### src/design/pkt_buffer_params.svh
`ifndef PKT_BUFFER_PARAMS_SVH
`define PKT_BUFFER_PARAMS_SVH

//////////////////////////////////////////////////////////////
// store geometry
//////////////////////////////////////////////////////////////
`define PB_DEPTH        256
`define PB_ADDR_W       8
`define PB_DATA_W       24
`define PB_KEEP_W       3     // one per data byte
`define PB_META_W       32
`define PB_PIFO_W       16

//////////////////////////////////////////////////////////////
// apb map: [11:10] region, [9:2] index
//////////////////////////////////////////////////////////////
`define PB_APB_AW       12
`define PB_APB_DW       32
`define PB_REGION_HI    11
`define PB_REGION_LO    10
`define PB_INDEX_HI     9
`define PB_INDEX_LO     2

`define PB_REGION_PKT   2'd0
`define PB_REGION_META  2'd1
`define PB_REGION_PIFO  2'd2  // region 3 unmapped

`endif

### src/design/pkt_buffer_pkg.sv
`include "pkt_buffer_params.svh"
`default_nettype none

package pkt_buffer_pkg;

    // one packet beat, last on top
    typedef struct packed {
        logic                  last;
        logic [`PB_KEEP_W-1:0] keep;
        logic [`PB_DATA_W-1:0] data;
    } pkt_word_t;

    // one buffer slot across all three stores
    typedef struct packed {
        pkt_word_t             pkt;
        logic [`PB_META_W-1:0] meta;
        logic [`PB_PIFO_W-1:0] pifo;
    } buf_entry_t;

    // encodings follow the apb region codes
    typedef enum logic [1:0] {
        SEL_PKT  = `PB_REGION_PKT,
        SEL_META = `PB_REGION_META,
        SEL_PIFO = `PB_REGION_PIFO,
        SEL_NONE = 2'd3
    } buf_sel_t;

    typedef struct packed {
        logic                  valid;
        buf_sel_t              sel;
        logic                  we;
        logic [`PB_ADDR_W-1:0] index;
        logic [`PB_APB_DW-1:0] wdata;
    } cpu_req_t;

endpackage

`default_nettype wire

### src/design/cpu_access_ctrl.sv
`include "pkt_buffer_params.svh"
`timescale 1ns/1ps
`default_nettype none

module cpu_access_ctrl
    import pkt_buffer_pkg::*;
(
    input  logic                  clk,
    input  logic                  rstn,
    // apb slave
    input  logic                  psel,
    input  logic                  penable,
    input  logic                  pwrite,
    input  logic [`PB_APB_AW-1:0] paddr,
    input  logic [`PB_APB_DW-1:0] pwdata,
    output logic [`PB_APB_DW-1:0] prdata,
    output logic                  pready,
    output logic                  pslverr,
    // towards the store
    output cpu_req_t              cpu_req,
    input  logic                  cpu_grant,
    input  logic [`PB_APB_DW-1:0] cpu_rdata
);

    typedef enum logic [1:0] {
        ST_IDLE,
        ST_REQ,
        ST_DONE
    } state_t;

    state_t                state;
    state_t                state_nxt;
    buf_sel_t              addr_sel;
    logic                  unmapped;
    buf_sel_t              req_sel;
    logic                  req_we;
    logic [`PB_ADDR_W-1:0] req_index;
    logic [`PB_APB_DW-1:0] req_wdata;

    //////////////////////////////////////////////////////////////
    // address decode
    //////////////////////////////////////////////////////////////
    assign addr_sel = buf_sel_t'(paddr[`PB_REGION_HI:`PB_REGION_LO]);
    assign unmapped = (addr_sel == SEL_NONE);

    always_comb
    begin
        state_nxt = state;
        case (state)
            ST_IDLE:
                if (psel && !penable && !unmapped)
                    state_nxt = ST_REQ;   // setup phase
            ST_REQ:
                if (cpu_grant)
                    state_nxt = ST_DONE;
            ST_DONE:
                state_nxt = ST_IDLE;
            default:
                state_nxt = ST_IDLE;
        endcase
    end

    always_ff @(posedge clk)
    begin
        if (!rstn)
            state <= ST_IDLE;
        else
            state <= state_nxt;
    end

    // request payload, held while waiting
    always_ff @(posedge clk)
    begin
        if (state == ST_IDLE && psel && !penable)
        begin
            req_sel   <= addr_sel;
            req_we    <= pwrite;
            req_index <= paddr[`PB_INDEX_HI:`PB_INDEX_LO];
            req_wdata <= pwdata;
        end
    end

    assign cpu_req = '{
        valid: (state == ST_REQ),
        sel:   req_sel,
        we:    req_we,
        index: req_index,
        wdata: req_wdata
    };

    //////////////////////////////////////////////////////////////
    // apb response
    //////////////////////////////////////////////////////////////
    always_comb
    begin
        pready  = 1'b0;
        pslverr = 1'b0;
        prdata  = '0;
        if (state == ST_DONE)
        begin
            pready = 1'b1;
            if (!req_we)
                prdata = cpu_rdata;  // port a output this cycle
        end
        else if (state == ST_IDLE && psel && penable && unmapped)
        begin
            pready  = 1'b1;  // region 3, no store access
            pslverr = 1'b1;
        end
    end

    pready_in_access: assert property (
        @(posedge clk) disable iff (!rstn) pready |-> psel && penable
    ) else $error("cpu_access_ctrl: pready outside access phase");

    req_held_until_grant: assert property (
        @(posedge clk) disable iff (!rstn)
        cpu_req.valid && !cpu_grant |=> cpu_req.valid && $stable(cpu_req)
    ) else $error("cpu_access_ctrl: request changed before grant");

endmodule

`default_nettype wire

### config.mk
export PLATFORM = sky130hd
export DESIGN_NAME = cpu_access_ctrl
export DESIGN_NICKNAME = d
export VERILOG_FILES = /design/src/design/pkt_buffer_pkg.sv /design/src/design/cpu_access_ctrl.sv
export VERILOG_INCLUDE_DIRS = /design/src /design/src/design
export SDC_FILE = /design/constraint.sdc
export NUM_CORES = 1
export LEC_CHECK = 0
export BUFFER_PORTS_ARGS = -buffer_cell sky130_fd_sc_hd__buf_4
export CORE_UTILIZATION = 38
export DETAILED_ROUTE_END_ITERATION = 10
export PLACE_DENSITY = 0.84
export SETUP_SLACK_MARGIN = 0.1
export SLEW_MARGIN = 20
export SYNTH_ARGS = -nofsm -noshare
export SYNTH_HDL_FRONTEND = slang
export SYNTH_SLANG_ARGS = --single-unit
### constraint.sdc
create_clock -name clk -period 16.9 [get_ports clk]
set_clock_uncertainty 0.15 [all_clocks]
set_input_delay 2.535 -clock clk [delete_from_list [all_inputs] [get_ports clk]]
set_output_delay 2.535 -clock clk [all_outputs]
set_load 0.01 [all_outputs]
; Word-level counts from Yosys, hierarchy flattened
; Index checks and enable logic that the tools add are counted.
; Widths: inputs -> output; s select.
[word_totals]
output_inout_bits = 78
reg_bits = 45
inputBits = 82
elab_cells = 28
[classes]
mux = 8
reduce_logical = 10
n_eq_ne = 5
[ops]
columns = operator, n
row1 = $mux 32, 2
row2 = $logic_and 1x1->1, 6
row3 = $eq 2x2->1 const B, 2
row4 = $mux 2, 2
row5 = $pmux 2 s2, 1
row6 = $mux 1, 3
row7 = $eq 2x1->1 const B, 1
row8 = $logic_not 1->1, 2
row9 = $logic_not 2->1, 1
row10 = $ne 2x1->1 const B, 1
row11 = $ne 2x2->1 const B, 1
row12 = $reduce_and 2->1, 1

; Longest topological paths before layout
; Gate-level depths: netlist of run 1.
[depth]
ltp_word = 6
mapped_depth = 3
depth_no_buf = 2

; Worst setup path before layout of run 1
; No wires, ideal clock.
[synth_path]
kind = in2reg
startpoint = input port penable
endpoint = register state[0]
path_slack_ns = 9.004
setup_ns = 0.080
required_ns = 16.670
n_path_buf = 0
path_stages = 2
arrival_time_ns = 7.666
cell_sequence = nor4b_1 > a32o_1
[synth_between]
elab_chain_len = 5
[synth_lines]
columns = element, line
row1 = start: declaration, cpu_access_ctrl.sv:12  ; input logic penable,
row2 = $logic_not 1->1, cpu_access_ctrl.sv:51  ; if (psel && !penable && !unmapped)
row3 = $logic_and 1x1->1 (2 in series), cpu_access_ctrl.sv:51
row4 = $ne 2x2->1 (no source line), -
row5 = $reduce_and 2->1 (no source line), -
row6 = end signal: assignment, cpu_access_ctrl.sv:68  ; state <= state_nxt;
row7 = end: declaration, cpu_access_ctrl.sv:31  ; state_t state;
; No other way between the ends.
; A chain may end at the register's enable or synchronous reset.

; Worst setup path in the final report of run 1
[layout_path]
startpoint = input port paddr[10]
endpoint = output port pready
[layout_between]
elab_chain_len = 4
[layout_lines]
columns = element, line
row1 = start: declaration, cpu_access_ctrl.sv:14  ; input logic [`PB_APB_AW-1:0] paddr,
row2 = $eq 2x2->1, cpu_access_ctrl.sv:44  ; assign unmapped = (addr_sel == SEL_NONE);
row3 = $logic_and 1x1->1, cpu_access_ctrl.sv:105  ; else if (state == ST_IDLE && psel && penable && unmapped)
row4 = $mux 1, cpu_access_ctrl.sv:105
row5 = $mux 1, cpu_access_ctrl.sv:99  ; if (state == ST_DONE)
row6 = end: declaration, cpu_access_ctrl.sv:17  ; output logic pready,
; No other way between the ends.

==> results of run 1 <==
## kinds of logic (layout without fill, tap and decap cells)
logic type / Yosys count / in the layout / share of synthesized area
flops: 45 / 45 / 0.8128
simple gates: 40 / 40 / 0.1597
buf+inv: 6 / 168 / 0.01833
compound gates: 2 / 2 / 0.009165
## metal layers
| layer | GRT usage | share of wire | vias up | wire [um] |
|---|---|---|---|---|
| met2 | 0.3478 | 0.54 | 102 | 2454 |
| met4 | 0.05053 | 0.0066 | 0 | 30 |
| met3 | 0.1064 | 0.17 | 4 | 750 |
| met5 | 0 | 0 | - | 0 |
| li1 | - | - | 650 | - |
| met1 | 0.1558 | 0.28 | 593 | 1285 |
## power groups by stage
| stage | clock, uW | sequential (uW) | combinational (uW) |
|---|---|---|---|
| floorplan | 0 | 135 | 3.70 |
| global placement | 0 | 132 | 28.2 |
| detailed placement | 0 | 132 | 28.8 |
| CTS | 63.8 | 130 | 28.9 |
| global route | 68.1 | 130 | 30.4 |
| finish | 62.3 | 130 | 28.5 |
## worst max-delay path by stage
stage               from        to  slack [ns]  cells past startpoint
2_1_floorplan    penable  state[0]        9.00                      2
3_3_place_gp   paddr[10]   pslverr       11.19                      4
3_5_place_dp   paddr[10]    pready       11.13                      4
4_1_cts        paddr[10]    pready       11.13                      4
5_1_grt        paddr[10]    pready       11.06                      4
6_report       paddr[10]    pready       11.13                      4
## stage by stage
stage          hold WS (ns)  worst slack (ns)  cells  cell area [um2]  utilization
2_1_floorplan        0.4861             9.004     93             1638            -
3_3_place_gp         0.5298             11.19    297             2874       0.7083
3_5_place_dp         0.5901             11.13    297             2874       0.7083
4_1_cts              0.6076             11.13    305             2960       0.7296
5_1_grt              0.6558             11.06    305             2960       0.7296
6_report             0.6081             11.13    305             2960       0.7296
## sequential cells by signal, indices dropped and copies added, names as in the netlist
signal,flops
req_index,8
req_sel,2
req_wdata,32
req_we,1
state,2
## worst max-delay path: stages
cell and delay [ns]:
buf_4 0.09, nand4_1 0.12, a21oi_1 0.19, buf_4 0.15
## layout make-up
| class | instances | area [um2] |
|---|---|---|
| clock buffers | 5 | 68.82 |
| clock inverters | 3 | 17.52 |
| fillers | 286 | 1097 |
| inverters | 1 | 3.754 |
| multi-input cells | 42 | 282.8 |
| flip-flops and latches | 45 | 1331 |
| well taps | 50 | 62.56 |
| repair buffers | 159 | 1194 |
## synth_stat cells
master     n
edfxtp_1  43
and2_1    32
clkbuf_1   3
buf_4      2
dfxtp_1    2
nor2b_1    2
a21oi_1    1
a32o_1     1
and3_1     1
inv_1      1
nand2_1    1
nand4_1    1
nor3_1     1
nor3b_4    1
nor4b_1    1
==> impl_metrics.py, run 1 <==
metrics = {
    "status": {
        "outcome": "finished, final reports clean",
    },
    "floorplan": {
        "fp.dieArea_um2": 4577,
        "fp.dieW_um": 67.65,
        "ios": 160,
        "die_y_um": 67.65,
        "initial_utilization": 0.4036,
        "core_area_um2": 4058,
        "rows": 23,
    },
    "global_route": {
        "overflow": 0,
        "antenna_found_initial": 0,
        "grt_use_total": 0.1825,
        "grt_pass1_vias": 1284,
        "grt_pass1_wl_um": 5775,
        "grt_start_max_net_pins": 34,
    },
    "worst_setup_path": {
        "r2r_slack_ns": 15.25,
        "reg2regPathDepth": 2,
        "arrival_ns": 3.08,
        "worstSetupEndpointType": "output port",
        "r2r_end": "req_index[6]",
        "cp.required_ns": 14.22,
        "r2r_start": "state[1]",
        "worstSetupPathType": "input pin to output port",
        "cp_max_fo": 3,
        "cp-start-kind": "input pin",
    },
    "timing": {
        "timing.final.crit_period_ns": 5.767,
        "rsz0062_at_grt": "no",
        "period_share": 0.3413,
        "tightest_slew_ns": 0.7719,
        "slew_headroom": 0.4849,
        "slew_violations": 0,
        "hold_violations": 0,
        "timing.fmax_mhz": 173.4,
        "finalSetupTns_ns": 0,
        "finalSetupViolCount": 0,
    },
    "pwr": {
        "combPwrFrac": 0.129,
        "switchingPower_uw": 45.37,
        "switching_share": 0.2058,
        "seq_power_share": 0.588,
        "p_int_uw": 175.0,
        "clkPwrFrac": 0.283,
        "pwr_density_cell_nw_per_um2": 74.45,
        "vdd_drop_max_uv": 68.93,
        "p_leak_uw": 0.001375,
        "total_power_uw": 220.4,
    },
    "synth": {
        "netlist_area_um2": 1638,
        "yosysSeqAreaShare": 0.8128,
        "synth_area_leader_cell": "edfxtp_1",
        "synth_top_area_share": 0.7884,
        "syn_nets": 175,
        "synthTopCellsByArea": "edfxtp_1 (79%), and2_1 (12%), dfxtp_1 (2.4%)",
        "synthCells": 93,
        "synth_cell_types": 15,
        "ys_seq_elements": 45,
        "yosysWarnings": 0,
        "avgSynthCellArea_um2": 17.61,
    },
    "layout": {
        "n_antenna_cell": 0,
        "layout_common_cells": "buf_4 (159), edfxtp_1 (43), and2_1 (32)",
        "final_common_cell": "buf_4",
        "nets": 336,
        "drive_gt1_frac": 0.6588,
        "syn_to_final_growth_pct": 80.75,
    },
    "clock_network": {
        "post_cts_buffers": 0,
        "insertion_delay_ns": 0.28,
        "holdBufCountCts": 0,
        "htree_levels": 2,
        "tritoncts": "built",
        "cts_buffers": 5,
        "cts_resized": 0,
        "cts_sinks": 45,
        "clk_pin_slew_ns": 0.08,
        "cts-root-buf": "clkbuf_8",
        "clockBufferDepth": 2,
    },
    "routing": {
        "wire_per_inst_um": 14.82,
        "drtIter0Drc": 25,
        "viasPerCell": 4.423,
        "firstDrtPassIters": 4,
        "dr_total_vias": 1349,
        "wirelength_um": 4520,
        "drcViolationCount": 0,
        "ant_nets": 0,
    },
    "placement": {
        "port_buffers": 157,
        "place_congestion": 0.6988,
        "dp_hpwl_um": 3687,
    },
    "hold_path": {
        "hold_end": "state[0]",
        "hold_class": "register to register",
        "hold_path_startpoint": "state[1]",
        "min_path_cells": 2,
    },
    "run": {
        "maxCapViolations": 0,
    },
}
(Power assumes the default switching activity.)
==> run 2, diff against run 1 <==
--- a/config.mk
+++ b/config.mk
@@ -7,9 +7,9 @@
 export NUM_CORES = 1
 export LEC_CHECK = 0
 export BUFFER_PORTS_ARGS = -buffer_cell sky130_fd_sc_hd__buf_4
-export CORE_UTILIZATION = 38
+export CORE_UTILIZATION = 36
 export DETAILED_ROUTE_END_ITERATION = 10
-export PLACE_DENSITY = 0.84
+export PLACE_DENSITY = 0.8
 export SETUP_SLACK_MARGIN = 0.1
 export SLEW_MARGIN = 20
 export SYNTH_ARGS = -nofsm -noshare
==> constraint.sdc (replaced) <==
create_clock -name clk -period 5.4 [get_ports clk]
set_clock_uncertainty 0.15 [all_clocks]
set_input_delay 0.81 -clock clk [delete_from_list [all_inputs] [get_ports clk]]
set_output_delay 0.81 -clock clk [all_outputs]
set_load 0.01 [all_outputs]
==> run 2 against run 1 <==
Effect of this change: critical path depth down 1; worst hold slack worse by 0.067 ns; power rose to 3.2 times the previous value; sequential share of layout area down 0.28 points; worst setup slack worse by 8.5 ns; clock power rose to 3.2 times the previous value; global-route usage down 1.9 points; first-iteration DRC count down 16%; via count down 0.52%; highest routed layer unchanged.
==> impl_metrics.py, run 2 (synthesis gave the netlist of run 1 again) <==
metrics = {
    "status": {
        "outcome": "finished, final reports clean",
    },
    "worst_setup_path": {
        "cp.required_ns": 4.44,
        "crit_buf_inv": 1,
        "worstSetupPathType": "register to output port",
        "cp_max_fo": 32,
        "crit_family": "simple AND/OR/NAND/NOR gates",
        "cp_cell_sequence": "nor3b_4 > and2_1 > buf_4",
        "arrival_ns": 1.85,
        "cpMaxStageDelayCell": "nor3b_4",
        "worstSetupEndpointType": "output port",
        "cp-start-kind": "register",
        "slowest_delay_ns": 0.74,
    },
    "clock_network": {
        "holdBufCountCts": 0,
        "clk_pin_slew_ns": 0.08,
        "insertion_delay_ns": 0.29,
        "htree_levels": 2,
        "cts-root-buf": "clkbuf_8",
        "cts_buffers": 5,
        "cts_resized": 0,
        "clockBufferDepth": 2,
        "tritoncts": "built",
        "post_cts_buffers": 0,
        "cts_sinks": 45,
    },
    "layout": {
        "regMostFlops": "req_wdata",
        "drive_gt1_frac": 0.6627,
        "n_antenna_cell": 0,
        "layout_common_cells": "buf_4 (158), edfxtp_1 (43), and2_1 (32)",
        "fin_util": 0.6842,
        "largest_reg_flops": 32,
        "fillerInstances": 301,
        "syn_to_final_growth_pct": 81.89,
        "nets": 336,
        "final_common_cell": "buf_4",
        "top_regs": "req_wdata: 32 flops, req_index: 8 flops",
    },
    "timing": {
        "tightest_slew_ns": 0.8190,
        "period_share": 0.5208,
        "rsz0062_at_grt": "no",
        "hold_violations": 0,
        "setup_ws_ns": 2.588,
        "slew_headroom": 0.4534,
        "timing.fmax_mhz": 355.6,
        "timing.final.crit_period_ns": 2.812,
        "finalSetupTns_ns": 0,
        "slew_violations": 0,
        "finalSetupViolCount": 0,
    },
    "routing": {
        "firstDrtPassIters": 3,
        "dr_total_vias": 1342,
        "ant_nets": 0,
        "wirelength_um": 4237,
        "viasPerCell": 4.371,
        "wire_per_inst_um": 13.80,
        "drtIter0Drc": 21,
        "drcViolationCount": 0,
    },
    "placement": {
        "dp_hpwl_um": 3404,
        "dp_slack_ns": 2.577,
        "port_buffers": 157,
        "place_congestion": 0.7834,
    },
    "run": {
        "maxCapViolations": 0,
    },
    "pwr": {
        "total_power_uw": 698.2,
        "pwr_density_cell_nw_per_um2": 234.4,
        "p_leak_uw": 0.001380,
        "vdd_drop_max_uv": 195.5,
    },
    "floorplan": {
        "fp.dieW_um": 69.45,
        "rows": 24,
        "ios": 160,
        "core_area_um2": 4354,
        "fp.dieArea_um2": 4823,
        "initial_utilization": 0.3761,
        "die_y_um": 69.45,
    },
    "global_route": {
        "overflow": 0,
        "grt_pass1_vias": 1276,
        "antenna_found_initial": 0,
        "grt_start_max_net_pins": 33,
        "grt_pass1_wl_um": 5982,
        "grt_use_total": 0.1636,
    },
    "hold_path": {
        "hold_class": "input pin to register",
    },
}
## run 2: changes by cell type in the layout (fill, tap and decap cells not counted)
cell        change
inv_6           +1
clkinv_1        -1
buf_4           -1
nor4b_4         +1
nor4b_2         -1
buf_6           +1
clkinvlp_4      +1
clkinv_4        -1
## run 2: final timing paths
path | end | slack [ns] | from | cells after the start
max | prdata[3] | 2.59 | state[1] | 3
min | req_wdata[6] | 0.54 | pwdata[6] | 1
max reg2reg | req_wdata[2] | 3.64 | state[1] | 2
min reg2reg | req_sel[0] | 0.58 | state[1] | 1
## run 2: report_power, final
group | leakage, uW | switching (uW) | internal [uW] | total, uW
combinational | 0.000918 | 31.8 | 58.4 | 90.2
clock | 0.0000445 | 111 | 91.7 | 202
sequential | 0.000418 | 4.99 | 401 | 406
## run 2: layout make-up
type	count	area [um2]	area share
clock buffers	5	68.82	0.02310
clock inverters	3	21.27	0.007140
inverters	1	3.754	0.001260
multi-input cells	42	291.5	0.09786
flip-flops and latches	45	1331	0.4469
well taps	52	65.06	0.02184
repair buffers	159	1197	0.4019
## run 2: metrics by stage
stage / cell area, um2 / std cells / hold WS, ns
after global routing: 2979 / 307 / 0.5230
after floorplan: 1644 / 93 / 0.4959
after CTS: 2968 / 306 / 0.5292
after detailed placement: 2878 / 298 / 0.6246
after global placement: 2878 / 298 / 0.5834
final: 2979 / 307 / 0.5416
## run 2: per-layer routing
metal  vias to the layer above  GRT usage  share of wire
met5                         -          0              0
met4                         0    0.03401         0.0064
met3                         3    0.09012           0.14
met2                       103     0.2956           0.52
li1                        649          -              -
met1                       587     0.1637           0.34
==> run 3, diff against run 2 <==
==> constraint.sdc (replaced) <==
create_clock -name clk -period 2.8 [get_ports clk]
set_clock_uncertainty 0.15 [all_clocks]
set_input_delay 0.42 -clock clk [delete_from_list [all_inputs] [get_ports clk]]
set_output_delay 0.42 -clock clk [all_outputs]
set_load 0.01 [all_outputs]
==> run 3 against run 2 <==
Effect of this change: utilization up 0.23 points; sequential power up 93%; largest power group unchanged; worst hold slack worse by 0.39 ns; register-to-register slack worse by 2.5 ns; clock-buffer cell count unchanged.
==> impl_metrics.py, run 3 (synthesis gave the netlist of run 1 again) <==
metrics = {
    "timing": {
        "slew_violations": 0,
        "slew_headroom": 0.6541,
        "rsz0062_at_grt": "no",
        "finalSetupTns_ns": 0,
        "finalSetupViolCount": 0,
        "timing.fmax_mhz": 489.2,
        "period_share": 0.7301,
        "timing.final.crit_period_ns": 2.044,
        "hold_violations": 0,
        "tightest_slew_ns": 0.5188,
    },
    "clock_network": {
        "cts_resized": 0,
        "cts_buffers": 5,
        "htree_levels": 2,
        "clockBufferDepth": 2,
        "cts-root-buf": "clkbuf_8",
        "post_cts_buffers": 0,
        "insertion_delay_ns": 0.28,
        "cts_sinks": 45,
        "holdBufCountCts": 0,
        "tritoncts": "built",
        "clk_pin_slew_ns": 0.08,
    },
    "floorplan": {
        "initial_utilization": 0.3761,
        "ios": 160,
        "die_y_um": 69.45,
        "fp.dieArea_um2": 4823,
        "rows": 24,
        "core_area_um2": 4354,
        "fp.dieW_um": 69.45,
    },
    "routing": {
        "dr_total_vias": 1356,
        "wire_per_inst_um": 13.90,
        "drtIter0Drc": 34,
        "viasPerCell": 4.431,
        "drcViolationCount": 0,
        "ant_nets": 0,
        "firstDrtPassIters": 4,
        "wirelength_um": 4253,
    },
    "worst_setup_path": {
        "worstSetupEndpointType": "output port",
        "cp-start-kind": "register",
        "slowest_delay_ns": 0.44,
        "crit_top_cell": "buf_4",
        "crit_buf_inv": 2,
        "worstSetupPathType": "register to output port",
        "cp.required_ns": 2.23,
        "arrival_ns": 1.47,
        "crit_family": "flip-flops",
        "cpMaxStageDelayCell": "dfxtp_1",
        "cp_max_fo": 32,
        "cp_cell_sequence": "nor3b_4 > buf_4 > and2_1 > buf_4",
    },
    "pwr": {
        "p_leak_uw": 0.001389,
        "vdd_drop_max_uv": 401.4,
        "pwr_density_cell_nw_per_um2": 470.8,
    },
    "layout": {
        "largest_reg_flops": 32,
        "stdcell_area_um2": 2989,
        "n_antenna_cell": 0,
        "final_common_cell": "buf_4",
        "regMostFlops": "req_wdata",
        "drive_gt1_frac": 0.6614,
        "syn_to_final_growth_pct": 82.51,
        "nets": 336,
        "layout_common_cells": "buf_4 (159), edfxtp_1 (43), and2_1 (32)",
        "top_regs": "req_wdata: 32 flops, req_index: 8 flops",
    },
    "placement": {
        "place_area_um2": 2885,
        "place_congestion": 0.7618,
        "port_buffers": 157,
        "dp_hpwl_um": 3438,
    },
    "run": {
        "maxCapViolations": 0,
    },
    "global_route": {
        "grt_use_total": 0.1714,
        "grt_pass1_wl_um": 6251,
        "grt_start_max_net_pins": 45,
        "overflow": 0,
        "grt_pass1_vias": 1400,
        "antenna_found_initial": 0,
    },
    "hold_path": {
        "hold_class": "input pin to register",
    },
    "status": {
        "outcome": "finished, final reports clean",
    },
}
run 3: cell types whose count changed in the layout (fill, tap and decap cells not counted), sizes merged:
cell,change
inv,-1
bufinv,+1
clkinvlp,-1
run 3: worst paths after layout:
check	from	to	slack (ns)	cells after the start
max	state[1]	prdata[29]	0.76	4
min	pwdata[9]	req_wdata[9]	0.15	1
max reg2reg	state[0]	req_sel[0]	1.11	2
min reg2reg	state[1]	state[0]	0.62	2
run 3: power by group:
group	switching, uW	leakage, uW	total, uW	internal (uW)
combinational	60.4	0.000917	171	111
sequential	9.76	0.000418	783	773
clock	194	0.0000540	453	259
run 3: routing by layer:
| metal | part of all wire | global-route usage | up-vias |
|---|---|---|---|
| li1 | - | - | 650 |
| met1 | 0.32 | 0.1495 | 593 |
| met2 | 0.52 | 0.3258 | 107 |
| met3 | 0.15 | 0.09738 | 6 |
| met4 | 0.010 | 0.04762 | 0 |
| met5 | 0 | 0 | - |
run 3: layout make-up:
| cell class | instances | area [um2] |
|---|---|---|
| Inverter | 1 | 3.754 |
| Sequential cell | 45 | 1331 |
| Clock buffer | 5 | 68.82 |
| Tap cell | 52 | 65.06 |
| Multi-Input combinational cell | 42 | 291.5 |
| Clock inverter | 2 | 35.03 |
| Fill cell | 320 | 1365 |
| Timing Repair Buffer | 159 | 1194 |
run 3: stage by stage:
| stage | power, uW | util | hold slack (ns) | setup slack [ns] | cells |
|---|---|---|---|---|---|
| after floorplan | 837.7 | - | 0.3689 | 0.3372 | 93 |
| after global placement | 966.6 | 0.6626 | 0.4480 | 1.042 | 299 |
| after detailed placement | 972.5 | 0.6626 | 0.4493 | 0.9870 | 299 |
| after CTS | 1432 | 0.6865 | 0.1418 | 0.7326 | 306 |
| after global routing | 1460 | 0.6865 | 0.1352 | 0.6017 | 306 |
| final | 1407 | 0.6865 | 0.1534 | 0.7558 | 306 |
